File: config.mk
export PLATFORM = sky130hd
export DESIGN_NAME = trig_unit
export DESIGN_NICKNAME = d
export VERILOG_FILES = /design/src/trig_pkg.sv /design/src/trig_if.sv /design/src/trig_unit.sv /design/src/trig_regs.sv /design/src/angle_reduce.sv /design/src/sine_approx.sv /design/src/fixed_mult.sv
export SDC_FILE = /design/constraint.sdc
export NUM_CORES = 2
export LEC_CHECK = 0
export ABC_AREA = 1
export BUFFER_PORTS_ARGS = -buffer_cell sky130_fd_sc_hd__buf_4
export CAP_MARGIN = 20
export CORE_ASPECT_RATIO = 0.6
export CORE_MARGIN = 2
export CORE_UTILIZATION = 39
export CTS_BUF_LIST = sky130_fd_sc_hd__clkbuf_4
export DETAILED_ROUTE_END_ITERATION = 8
export GPL_ROUTABILITY_DRIVEN = 1
export PLACE_DENSITY = 0.54
export SLEW_MARGIN = 20
export SYNTH_ARGS = -nofsm -noshare
export SYNTH_HDL_FRONTEND = slang
export SYNTH_SLANG_ARGS = --single-unit
File: constraint.sdc
create_clock -name clk -period 9.5 [get_ports clk]
set_input_delay 0.95 -clock clk [delete_from_list [all_inputs] [get_ports clk]]
set_output_delay 0.95 -clock clk [all_outputs]
set_load 0.01 [all_outputs]
File: src/trig_pkg.sv
// trig_pkg: shared widths, Q8 constants, register map and latencies of the sine/cosine unit
`default_nettype none

package trig_pkg;

	// angle and result words are signed Q18.8
	localparam int DATA_W = 27;
	localparam int FRAC_W = 8;
	// full signed product of two data words
	localparam int PROD_W = 2 * DATA_W;

	// parabola coefficients in Q8
	// 1.27323954 = 4/pi
	localparam logic signed [DATA_W-1:0] C_PARAB_LIN = DATA_W'(326);
	// 0.405284735 = 4/pi^2
	localparam logic signed [DATA_W-1:0] C_PARAB_SQ = DATA_W'(104);
	// refinement weight 0.225
	localparam logic signed [DATA_W-1:0] C_REFINE = DATA_W'(58);

	// angle constants in Q8
	localparam logic signed [DATA_W-1:0] C_PI = DATA_W'(804);
	localparam logic signed [DATA_W-1:0] C_HALF_PI = DATA_W'(402);
	localparam logic signed [DATA_W-1:0] C_TWO_PI = DATA_W'(1608);

	// multiplier is two register stages
	localparam int MULT_LAT = 2;
	// four multiplies in series plus estimate, difference and sum registers
	localparam int SINE_LAT = 4 * MULT_LAT + 3;

	// bus field widths
	localparam int AXI_ADDR_W = 4;
	localparam int AXI_DATA_W = 32;

	// register offsets
	localparam logic [AXI_ADDR_W-1:0] REG_ANGLE = AXI_ADDR_W'('h0);
	localparam logic [AXI_ADDR_W-1:0] REG_CTRL = AXI_ADDR_W'('h4);
	localparam logic [AXI_ADDR_W-1:0] REG_STATUS = AXI_ADDR_W'('h8);
	localparam logic [AXI_ADDR_W-1:0] REG_RESULT = AXI_ADDR_W'('hC);

	// response codes
	localparam logic [1:0] RESP_OKAY = 2'b00;
	localparam logic [1:0] RESP_SLVERR = 2'b10;

endpackage

`default_nettype wire
File: src/trig_if.sv
// bus and request interfaces linking the register block, range stage and sine core
`timescale 1ns/1ns
`default_nettype none

interface axi_lite_if import trig_pkg::*; ();

	// write address
	logic [AXI_ADDR_W-1:0]   awaddr;
	logic                    awvalid;
	logic                    awready;
	// write data, strobes must be all ones
	logic [AXI_DATA_W-1:0]   wdata;
	logic [AXI_DATA_W/8-1:0] wstrb;
	logic                    wvalid;
	logic                    wready;
	// write response
	logic [1:0]              bresp;
	logic                    bvalid;
	logic                    bready;
	// read address
	logic [AXI_ADDR_W-1:0]   araddr;
	logic                    arvalid;
	logic                    arready;
	// read data and response
	logic [AXI_DATA_W-1:0]   rdata;
	logic [1:0]              rresp;
	logic                    rvalid;
	logic                    rready;

	modport master (
		output awaddr, awvalid, wdata, wstrb, wvalid, bready, araddr, arvalid, rready,
		input  awready, wready, bresp, bvalid, arready, rdata, rresp, rvalid
	);

	modport slave (
		input  awaddr, awvalid, wdata, wstrb, wvalid, bready, araddr, arvalid, rready,
		output awready, wready, bresp, bvalid, arready, rdata, rresp, rvalid
	);

endinterface

interface trig_req_if import trig_pkg::*; ();

	// one-cycle request pulse with angle and function select
	logic                     req_valid;
	logic signed [DATA_W-1:0] req_angle;
	logic                     req_cos;
	// one-cycle response pulse, err marks a rejected angle
	logic                     rsp_valid;
	logic signed [DATA_W-1:0] rsp_result;
	logic                     rsp_err;

	modport master (
		output req_valid, req_angle, req_cos,
		input  rsp_valid, rsp_result, rsp_err
	);

	modport slave (
		input  req_valid, req_angle, req_cos,
		output rsp_valid, rsp_result, rsp_err
	);

endinterface

`default_nettype wire

File: src/trig_unit.sv
// trig_unit: memory-mapped fixed-point sine and cosine unit with an AXI4-Lite slave port
`timescale 1ns/1ns
`default_nettype none

module trig_unit import trig_pkg::*; #(
	parameter logic signed [DATA_W-1:0] C_LIN = C_PARAB_LIN,
	parameter logic signed [DATA_W-1:0] C_SQ = C_PARAB_SQ,
	parameter logic signed [DATA_W-1:0] C_REF = C_REFINE
) (
	input  logic                    clk,
	input  logic                    rst_n,
	input  logic [AXI_ADDR_W-1:0]   awaddr,
	input  logic                    awvalid,
	output logic                    awready,
	input  logic [AXI_DATA_W-1:0]   wdata,
	input  logic [AXI_DATA_W/8-1:0] wstrb,
	input  logic                    wvalid,
	output logic                    wready,
	output logic [1:0]              bresp,
	output logic                    bvalid,
	input  logic                    bready,
	input  logic [AXI_ADDR_W-1:0]   araddr,
	input  logic                    arvalid,
	output logic                    arready,
	output logic [AXI_DATA_W-1:0]   rdata,
	output logic [1:0]              rresp,
	output logic                    rvalid,
	input  logic                    rready
);

	logic                     core_in_valid;
	logic signed [DATA_W-1:0] core_in_angle;
	logic                     core_en;
	logic                     core_out_valid;
	logic signed [DATA_W-1:0] core_out_sin;

	axi_lite_if bus_if ();
	trig_req_if req_if ();

	// host side of the bus
	assign bus_if.awaddr = awaddr;
	assign bus_if.awvalid = awvalid;
	assign bus_if.wdata = wdata;
	assign bus_if.wstrb = wstrb;
	assign bus_if.wvalid = wvalid;
	assign bus_if.bready = bready;
	assign bus_if.araddr = araddr;
	assign bus_if.arvalid = arvalid;
	assign bus_if.rready = rready;
	assign awready = bus_if.awready;
	assign wready = bus_if.wready;
	assign bresp = bus_if.bresp;
	assign bvalid = bus_if.bvalid;
	assign arready = bus_if.arready;
	assign rdata = bus_if.rdata;
	assign rresp = bus_if.rresp;
	assign rvalid = bus_if.rvalid;

	trig_regs regs_i (
		.clk(clk), .rst_n(rst_n), .bus(bus_if.slave), .req(req_if.master)
	);

	angle_reduce reduce_i (
		.clk(clk), .rst_n(rst_n), .req(req_if.slave),
		.in_valid(core_in_valid), .in_angle(core_in_angle), .en(core_en),
		.out_valid(core_out_valid), .out_sin(core_out_sin)
	);

	sine_approx #(.C_LIN(C_LIN), .C_SQ(C_SQ), .C_REF(C_REF)) sine_i (
		.clk(clk), .rst_n(rst_n), .en(core_en),
		.in_valid(core_in_valid), .in_angle(core_in_angle),
		.out_valid(core_out_valid), .out_sin(core_out_sin)
	);

endmodule

`default_nettype wire

File: src/trig_regs.sv
// trig_regs: AXI4-Lite slave with angle, control, status and result registers
`timescale 1ns/1ns
`default_nettype none

module trig_regs import trig_pkg::*; (
	input  logic       clk,
	input  logic       rst_n,
	axi_lite_if.slave  bus,
	trig_req_if.master req
);

	// write address and data, captured apart
	logic                     aw_held;
	logic                     w_held;
	logic [AXI_ADDR_W-1:0]    awaddr_q;
	logic [DATA_W-1:0]        wdata_q;
	logic                     wstrb_full_q;
	logic                     aw_hs;
	logic                     w_hs;
	logic                     wr_go;
	logic [AXI_ADDR_W-1:0]    wr_addr;
	logic [DATA_W-1:0]        wr_data;
	logic                     wr_strb_full;
	logic                     wr_err;
	logic                     start;
	logic                     ctrl_we;
	logic                     bvalid_q;
	logic [1:0]               bresp_q;
	// read side
	logic                     ar_hs;
	logic                     rvalid_q;
	logic [1:0]               rresp_q;
	logic [AXI_DATA_W-1:0]    rdata_q;
	logic [AXI_DATA_W-1:0]    rd_word;
	logic                     rd_err;
	logic                     status_rd;
	// register file
	logic signed [DATA_W-1:0] angle_q;
	logic signed [DATA_W-1:0] result_q;
	logic                     cos_q;
	logic                     busy;
	logic                     done;
	logic                     range_err;
	logic                     req_valid_q;

	assign aw_hs = bus.awvalid && bus.awready;
	assign w_hs = bus.wvalid && bus.wready;
	// write fires once both halves are in, held or arriving now
	assign wr_go = (aw_hs || aw_held) && (w_hs || w_held);
	assign wr_addr = aw_held ? awaddr_q : bus.awaddr;
	assign wr_data = w_held ? wdata_q : bus.wdata[DATA_W-1:0];
	assign wr_strb_full = w_held ? wstrb_full_q : (bus.wstrb == '1);
	// nothing new until the pending response is taken
	assign bus.awready = !aw_held && !bvalid_q;
	assign bus.wready = !w_held && !bvalid_q;
	assign bus.bvalid = bvalid_q;
	assign bus.bresp = bresp_q;

	// write decode
	always_comb begin
		wr_err = 1'b0;
		start = 1'b0;
		ctrl_we = 1'b0;
		if (wr_go) begin
			if (!wr_strb_full) begin
				wr_err = 1'b1;
			end else begin
				case (wr_addr)
					// angle write while busy is refused
					REG_ANGLE: begin
						wr_err = busy;
						start = !busy;
					end
					REG_CTRL: ctrl_we = 1'b1;
					default: wr_err = 1'b1;
				endcase
			end
		end
	end

	always_ff @(posedge clk or negedge rst_n) begin
		if (!rst_n) begin
			aw_held <= 1'b0;
			w_held <= 1'b0;
			bvalid_q <= 1'b0;
		end else begin
			if (wr_go) begin
				aw_held <= 1'b0;
				w_held <= 1'b0;
				bvalid_q <= 1'b1;
			end else begin
				if (aw_hs) begin
					aw_held <= 1'b1;
				end
				if (w_hs) begin
					w_held <= 1'b1;
				end
				if (bvalid_q && bus.bready) begin
					bvalid_q <= 1'b0;
				end
			end
		end
	end

	// write payload
	always_ff @(posedge clk) begin
		if (aw_hs) begin
			awaddr_q <= bus.awaddr;
		end
		if (w_hs) begin
			wdata_q <= bus.wdata[DATA_W-1:0];
			wstrb_full_q <= (bus.wstrb == '1);
		end
		if (wr_go) begin
			bresp_q <= wr_err ? RESP_SLVERR : RESP_OKAY;
		end
	end

	// read decode, words sign-extended to the bus
	always_comb begin
		rd_word = '0;
		rd_err = 1'b0;
		case (bus.araddr)
			REG_ANGLE: rd_word = AXI_DATA_W'(angle_q);
			REG_CTRL: rd_word = AXI_DATA_W'(cos_q);
			REG_STATUS: rd_word = AXI_DATA_W'({range_err, done, busy});
			REG_RESULT: rd_word = AXI_DATA_W'(result_q);
			default: rd_err = 1'b1;
		endcase
	end

	assign ar_hs = bus.arvalid && bus.arready;
	assign status_rd = ar_hs && (bus.araddr == REG_STATUS);
	assign bus.arready = !rvalid_q;
	assign bus.rvalid = rvalid_q;
	assign bus.rresp = rresp_q;
	assign bus.rdata = rdata_q;

	always_ff @(posedge clk or negedge rst_n) begin
		if (!rst_n) begin
			rvalid_q <= 1'b0;
		end else if (ar_hs) begin
			rvalid_q <= 1'b1;
		end else if (rvalid_q && bus.rready) begin
			rvalid_q <= 1'b0;
		end
	end

	always_ff @(posedge clk) begin
		if (ar_hs) begin
			rdata_q <= rd_word;
			rresp_q <= rd_err ? RESP_SLVERR : RESP_OKAY;
		end
	end

	// register file and operation tracking
	always_ff @(posedge clk or negedge rst_n) begin
		if (!rst_n) begin
			angle_q <= '0;
			result_q <= '0;
			cos_q <= 1'b0;
			busy <= 1'b0;
			done <= 1'b0;
			range_err <= 1'b0;
			req_valid_q <= 1'b0;
		end else begin
			req_valid_q <= start;
			if (ctrl_we) begin
				cos_q <= wr_data[0];
			end
			// status read clears done, a new result wins
			if (status_rd) begin
				done <= 1'b0;
			end
			if (start) begin
				angle_q <= wr_data;
				busy <= 1'b1;
				done <= 1'b0;
				range_err <= 1'b0;
			end
			if (req.rsp_valid) begin
				busy <= 1'b0;
				if (req.rsp_err) begin
					range_err <= 1'b1;
				end else begin
					result_q <= req.rsp_result;
					done <= 1'b1;
				end
			end
		end
	end

	assign req.req_valid = req_valid_q;
	assign req.req_angle = angle_q;
	assign req.req_cos = cos_q;

	// a response only ever answers an issued request
	a_rsp_busy: assert property (@(posedge clk) disable iff (!rst_n) req.rsp_valid |-> busy);

endmodule

`default_nettype wire

File: src/angle_reduce.sv
// angle_reduce: range check, cosine offset and fold into [-pi, pi], plus result return path
`timescale 1ns/1ns
`default_nettype none

module angle_reduce import trig_pkg::*; (
	input  logic                     clk,
	input  logic                     rst_n,
	trig_req_if.slave                req,
	output logic                     in_valid,
	output logic signed [DATA_W-1:0] in_angle,
	output logic                     en,
	input  logic                     out_valid,
	input  logic signed [DATA_W-1:0] out_sin
);

	logic                     out_of_range;
	logic signed [DATA_W-1:0] shifted;
	logic signed [DATA_W-1:0] folded;
	logic                     rej_q;

	// only |angle| <= 2pi is accepted
	assign out_of_range = (req.req_angle > C_TWO_PI) || (req.req_angle < -C_TWO_PI);

	// cos(x) = sin(x + pi/2)
	assign shifted = req.req_cos ? req.req_angle + C_HALF_PI : req.req_angle;

	// one 2pi step is enough for the accepted range
	always_comb begin
		if (shifted > C_PI) begin
			folded = shifted - C_TWO_PI;
		end else if (shifted < -C_PI) begin
			folded = shifted + C_TWO_PI;
		end else begin
			folded = shifted;
		end
	end

	always_ff @(posedge clk or negedge rst_n) begin
		if (!rst_n) begin
			in_valid <= 1'b0;
			in_angle <= '0;
			rej_q <= 1'b0;
		end else begin
			in_valid <= req.req_valid && !out_of_range;
			rej_q <= req.req_valid && out_of_range;
			if (req.req_valid && !out_of_range) begin
				in_angle <= folded;
			end
		end
	end

	// register block always takes a result, core never stalls
	assign en = 1'b1;

	// core results and rejections share the response pulse
	assign req.rsp_valid = out_valid || rej_q;
	assign req.rsp_err = rej_q;
	assign req.rsp_result = out_sin;

	// one operation in flight, so a rejection never meets a core result
	a_no_collide: assert property (@(posedge clk) disable iff (!rst_n) !(rej_q && out_valid));

endmodule

`default_nettype wire

File: src/sine_approx.sv
// sine_approx: pipelined two-pass parabolic sine over [-pi, pi] with valid and stall enable
`timescale 1ns/1ns
`default_nettype none

module sine_approx import trig_pkg::*; #(
	parameter logic signed [DATA_W-1:0] C_LIN = C_PARAB_LIN,
	parameter logic signed [DATA_W-1:0] C_SQ = C_PARAB_SQ,
	parameter logic signed [DATA_W-1:0] C_REF = C_REFINE
) (
	input  logic                     clk,
	input  logic                     rst_n,
	input  logic                     en,
	input  logic                     in_valid,
	input  logic signed [DATA_W-1:0] in_angle,
	output logic                     out_valid,
	output logic signed [DATA_W-1:0] out_sin
);

	// linear term waits for the squared-term scale
	localparam int LIN_DLY = MULT_LAT;
	// input sign is needed at the estimate register
	localparam int SIGN_DLY = 2 * MULT_LAT;
	// estimate waits for est^2, difference and refine scale
	localparam int EST_DLY = 2 * MULT_LAT + 1;

	logic signed [DATA_W-1:0] x_sq;
	logic signed [DATA_W-1:0] lin;
	logic signed [DATA_W-1:0] sq_term;
	logic signed [DATA_W-1:0] est;
	logic signed [DATA_W-1:0] est_sq;
	logic signed [DATA_W-1:0] est_sq_s;
	logic signed [DATA_W-1:0] diff;
	logic signed [DATA_W-1:0] refine;
	logic signed [DATA_W-1:0] lin_d [LIN_DLY];
	logic signed [DATA_W-1:0] est_d [EST_DLY];
	logic [SIGN_DLY-1:0]      sign_d;
	logic [SINE_LAT-1:0]      vld_sr;

	// first pass, x^2 and 4/pi * x side by side
	fixed_mult #(.SQUARE(1'b1), .COEFF('0)) x_sq_i (
		.clk(clk), .rst_n(rst_n), .en(en), .a(in_angle), .p(x_sq)
	);
	fixed_mult #(.SQUARE(1'b0), .COEFF(C_LIN)) lin_i (
		.clk(clk), .rst_n(rst_n), .en(en), .a(in_angle), .p(lin)
	);
	// 4/pi^2 * x^2
	fixed_mult #(.SQUARE(1'b0), .COEFF(C_SQ)) sq_term_i (
		.clk(clk), .rst_n(rst_n), .en(en), .a(x_sq), .p(sq_term)
	);
	// second pass, est^2
	fixed_mult #(.SQUARE(1'b1), .COEFF('0)) est_sq_i (
		.clk(clk), .rst_n(rst_n), .en(en), .a(est), .p(est_sq)
	);
	// 0.225 * (est*|est| - est)
	fixed_mult #(.SQUARE(1'b0), .COEFF(C_REF)) refine_i (
		.clk(clk), .rst_n(rst_n), .en(en), .a(diff), .p(refine)
	);

	// est*|est|, sign follows the estimate
	assign est_sq_s = est_d[MULT_LAT-1][DATA_W-1] ? -est_sq : est_sq;

	always_ff @(posedge clk or negedge rst_n) begin
		if (!rst_n) begin
			lin_d <= '{default: '0};
			est_d <= '{default: '0};
			sign_d <= '0;
			vld_sr <= '0;
			est <= '0;
			diff <= '0;
			out_sin <= '0;
		end else if (en) begin
			// alignment delays
			lin_d[0] <= lin;
			for (int i = 1; i < LIN_DLY; i++) begin
				lin_d[i] <= lin_d[i-1];
			end
			est_d[0] <= est;
			for (int i = 1; i < EST_DLY; i++) begin
				est_d[i] <= est_d[i-1];
			end
			sign_d <= {sign_d[SIGN_DLY-2:0], in_angle[DATA_W-1]};
			vld_sr <= {vld_sr[SINE_LAT-2:0], in_valid};
			// negative x flips the parabola
			if (sign_d[SIGN_DLY-1]) begin
				est <= lin_d[LIN_DLY-1] + sq_term;
			end else begin
				est <= lin_d[LIN_DLY-1] - sq_term;
			end
			diff <= est_sq_s - est_d[MULT_LAT-1];
			out_sin <= refine + est_d[EST_DLY-1];
		end
	end

	assign out_valid = vld_sr[SINE_LAT-1];

	// result comes out after SINE_LAT enabled edges, stalls stretch it
	a_latency: assert property (@(posedge clk) disable iff (!rst_n)
		(in_valid && en) |-> ##1 (en [->SINE_LAT-1]) ##1 out_valid);

endmodule

`default_nettype wire

File: src/fixed_mult.sv
// fixed_mult: two-stage signed Q18.8 multiply, square or constant scale, rounded and saturated
`timescale 1ns/1ns
`default_nettype none

module fixed_mult import trig_pkg::*; #(
	// set to square the operand, clear to scale by COEFF
	parameter bit SQUARE = 1'b0,
	parameter logic signed [DATA_W-1:0] COEFF = '0
) (
	input  logic                     clk,
	input  logic                     rst_n,
	input  logic                     en,
	input  logic signed [DATA_W-1:0] a,
	output logic signed [DATA_W-1:0] p
);

	// clamp values of the result word
	localparam logic signed [DATA_W-1:0] SAT_MAX = {1'b0, {(DATA_W-1){1'b1}}};
	localparam logic signed [DATA_W-1:0] SAT_MIN = {1'b1, {(DATA_W-1){1'b0}}};
	// half an LSB of the Q8 result
	localparam logic signed [PROD_W-1:0] RND_HALF = PROD_W'(1 << (FRAC_W - 1));

	logic signed [PROD_W-1:0] op_a;
	logic signed [PROD_W-1:0] op_b;
	logic signed [PROD_W-1:0] prod_q;
	logic signed [PROD_W-1:0] rnd;
	logic signed [PROD_W-1:0] shr;
	logic [PROD_W-DATA_W:0]   upper;
	logic                     ovf;

	// both operands sign-extended to product width
	assign op_a = a;
	assign op_b = SQUARE ? a : COEFF;

	// round to nearest, then drop the extra fraction bits
	assign rnd = prod_q + RND_HALF;
	assign shr = rnd >>> FRAC_W;

	// fits only if everything above the result sign bit copies it
	assign upper = shr[PROD_W-1:DATA_W-1];
	assign ovf = !((&upper) || !(|upper));

	// stage 1, full product
	always_ff @(posedge clk or negedge rst_n) begin
		if (!rst_n) begin
			prod_q <= '0;
		end else if (en) begin
			prod_q <= op_a * op_b;
		end
	end

	// stage 2, rounded and clamped Q8 result
	always_ff @(posedge clk or negedge rst_n) begin
		if (!rst_n) begin
			p <= '0;
		end else if (en) begin
			if (ovf) begin
				p <= shr[PROD_W-1] ? SAT_MIN : SAT_MAX;
			end else begin
				p <= shr[DATA_W-1:0];
			end
		end
	end

	// no unknowns leak out of the pipe once running
	a_p_known: assert property (@(posedge clk) disable iff (!rst_n) !$isunknown(p));

endmodule

`default_nettype wire

==> metrics.yaml <==
status: "finished, final reports clean"
grt_max_degree: 151
r2r-end: "sine_i.est_sq_i.prod_q[47]$_DFF_PN0_"
cp-end-kind: "flip-flop"
start_util_pct: 39.39
wl_met3_um: 23890
dieArea_um2: 239600
dieHeight_um: 380.0
m1WireLength_um: 142200
slowest_stage: "dfrtp_1"
vias_per_cell: 4.881
synth_area_um2: 91890
rsz0062_at_grt: "no"
ff_latch_area_um2: 19140
die_w_um: 630.7
rows: 137
syn_avg_cell_area_um2: 8.843
cts_tree: "done"
synth_cells: 10391
areaGrowthSynthToFinish_pct: 7.801
timing.rr.start: "sine_i.est[11]$_DFF_PN0_"
fill_cells: 23166
first_pass_iters: 6
insertion_delay_ns: 1.12
antenna_found_initial: 9
highest_layer: "met4"
post-route-min-period_ns: 8.305
gp_congestion: 0.9563
rrSetupSlack_ns: 1.19
finalNonFillerCells: 13836
cts_made_buffers: 191
synth_top_area_cell: "fa_1"
grt_pass1_vias: 70035
setup_viol: 0
fin_crit_sh_pct: 87.42
maxCapViolCount: 0
num-nets-final: 12869
finalMaxSlewViolations: 0
path_clk_slew_ns: 0.09
hold_viol: 0
drive_gt1_share_pct: 5.362
r2r_cells: 28
dp.cells: 13469
ys.flop_type: "dfrtp_1"
synth-seq-area-share_pct: 20.81
relSlewSlack_pct: 17.22
min_to: "regs_i.wstrb_full_q$_DFFE_PP_"
synth.most_common_cell: "inv_1"
worstMarginPinSlew_ns: 1.229
ys_seq_elements: 752
cts_resized: 0
fmax_ghz: 0.1204
vias: 67531
cp_common_cell: "inv_1"
yosys.cell_types.count: 68
hpwlAfterDp_um: 221800
port_buffers: 84
cp.required_ns: 10.37
ioPinCount: 92
synth_top_cells_by_count: "inv_1, nand2_1, fa_1"
grt_pass1_wl_um: 418700
fin_tns_setup_ns: 0
drcViolationCount: 0
worst-setup-path-type: "reg -> reg"
detail-route-antenna-nets: 0
gr-total-overflow: 0
skew_ns: 0.1435
drt_iter0_drc: 5962
clock_path_buffers: 4
synth_area_leaders: "fa_1, dfrtp_1, inv_1"
hold_class: "in -> reg"
wl_um: 263900
crit_fanout: 16
htree_levels: 4
route.met2.wl_um: 95480
cp_data_arrival_time_ns: 9.17
grt_usage_pct: 22.63
synth_top_area_share_pct: 33.40
min-delay-start: "wstrb[0]"
critPathLaunchType: "flip-flop"
cts.sinks: 752
cts-root-buf: "clkbuf_4"
yosys_warnings: 0
synth_edf_count: 61
post_drt_wl_per_cell_um: 19.08
multiInputGateArea_um2: 61470
max_stage_delay_ns: 1.02
core_area_um2: 233300
synthArstFlopShare_pct: 91.89
worstHoldPathCells: 3
final_core_util_pct: 42.46
==> cell type report <==
cell class | count | share of cell area (%)
Multi-Input combinational cell | 6653 | 62.05
Sequential cell | 752 | 19.32
Inverter | 2767 | 10.48
Tap cell | 3127 | 3.950
Clock buffer | 261 | 1.978
Timing Repair Buffer | 204 | 1.703
Clock inverter | 67 | 0.5027
Antenna cell | 5 | 0.01263
==> how the worst max path moves through the flow <==
| stage | cells after the start | startpoint | endpoint |
|---|---|---|---|
| floorplan | 27 | reduce_i.in_angle[26]$_DFFE_PN0P_ | sine_i.x_sq_i.prod_q[53]$_DFF_PN0_ |
| global placement | 19 | reduce_i.in_angle[3]$_DFFE_PN0P_ | sine_i.x_sq_i.prod_q[46]$_DFF_PN0_ |
| detailed placement | 18 | reduce_i.in_angle[2]$_DFFE_PN0P_ | sine_i.x_sq_i.prod_q[46]$_DFF_PN0_ |
| CTS | 18 | reduce_i.in_angle[2]$_DFFE_PN0P_ | sine_i.x_sq_i.prod_q[46]$_DFF_PN0_ |
| global route | 27 | reduce_i.in_angle[2]$_DFFE_PN0P_ | sine_i.x_sq_i.prod_q[42]$_DFF_PN0_ |
| finish | 28 | sine_i.est[11]$_DFF_PN0_ | sine_i.est_sq_i.prod_q[47]$_DFF_PN0_ |
==> through the flow <==
stage                     setup slack [ns]  area [um2]  hold WS, ns
after floorplan                      2.740       91890       0.3312
after global placement               1.401       96230       0.3314
after detailed placement             1.445       96240       0.3347
after CTS                            1.381       99040      0.02129
after global routing                0.9608       99060       0.1161
final                                1.195       99060       0.1941
==> cells in the final DEF, fill, tap and decap left out, drive strengths merged, types with 26 or more instances in the layout <==
cell type    netlist  routed
fa              1533    1533
edfxtp            61      61
nor4              36      36
nand4             98      98
o21a              26      26
clkbuf           167     261
nor3             101     101
dfrtp            691     691
nand3            239     239
xor2             345     345
nor2             621     621
dlygate4sd3        0      34
buf               53     170
ha               716     716
a31oi             69      69
xnor2            167     167
nand2           1899    1899
o21ai            241     241
clkinv             2      58
a21oi            386     386
inv             2765    2766
==> flip-flops by register name (all words and copies together), names as in the netlist, 11 cells and up <==
| name | count |
|---|---|
| sine_i.est_d | 135 |
| sine_i.est | 27 |
| sine_i.refine_i.prod_q | 27 |
| sine_i.diff | 27 |
| sine_i.refine_i.p | 27 |
| sine_i.lin_i.prod_q | 30 |
| sine_i.out_sin | 27 |
| sine_i.lin_d | 54 |
| sine_i.sq_term_i.prod_q | 28 |
| sine_i.est_sq_i.p | 27 |
| sine_i.est_sq_i.prod_q | 47 |
| regs_i.bus.rdata | 27 |
| regs_i.result_q | 27 |
| sine_i.x_sq_i.prod_q | 47 |
| regs_i.wdata_q | 27 |
| sine_i.lin_i.p | 27 |
| sine_i.vld_sr | 11 |
| sine_i.sq_term_i.p | 27 |
| sine_i.x_sq_i.p | 27 |
| reduce_i.in_angle | 27 |
| regs_i.req.req_angle | 27 |
==> metal layers <==
metal	global-route usage (%)	vias to the layer above
met5	0	-
met2	28.40	2281
met1	38.96	33680
met3	5.188	191
li1	-	31379
met4	2.439	0
==> logic make-up after synthesis <==
| kind of cell | after synthesis | share of synthesized area (%) |
|---|---|---|
| and+or+nand+nor | 3046 | 13.69 |
| buffers and inverters | 2987 | 12.33 |
| adders and majority gates | 2249 | 43.15 |
| AOI/OAI and AO/OA | 842 | 5.097 |
| DFF | 752 | 20.81 |
| xor gates and xnor gates | 512 | 4.900 |
| muxes | 2 | 0.02451 |
| other | 1 | 0.004081 |
==> worst max-delay path: cells and delay by family, from the launching register on <==
kind / cells / cell delay, ns
compound gates: 5 / 1.94
fa+ha+maj: 8 / 3.52
simple gates: 5 / 0.61
buf+inv: 9 / 0.81
xor+xnor: 1 / 0.24
flops: 1 / 1.02
==> what timing repair did <==
action	in CTS	in global routing
hold endpoints to repair	145	0
hold buffers	34	0
buffers inserted	0	0
Power is not shown: default switching activity piles up to over one toggle a cycle in this logic, so the estimate is an artifact.
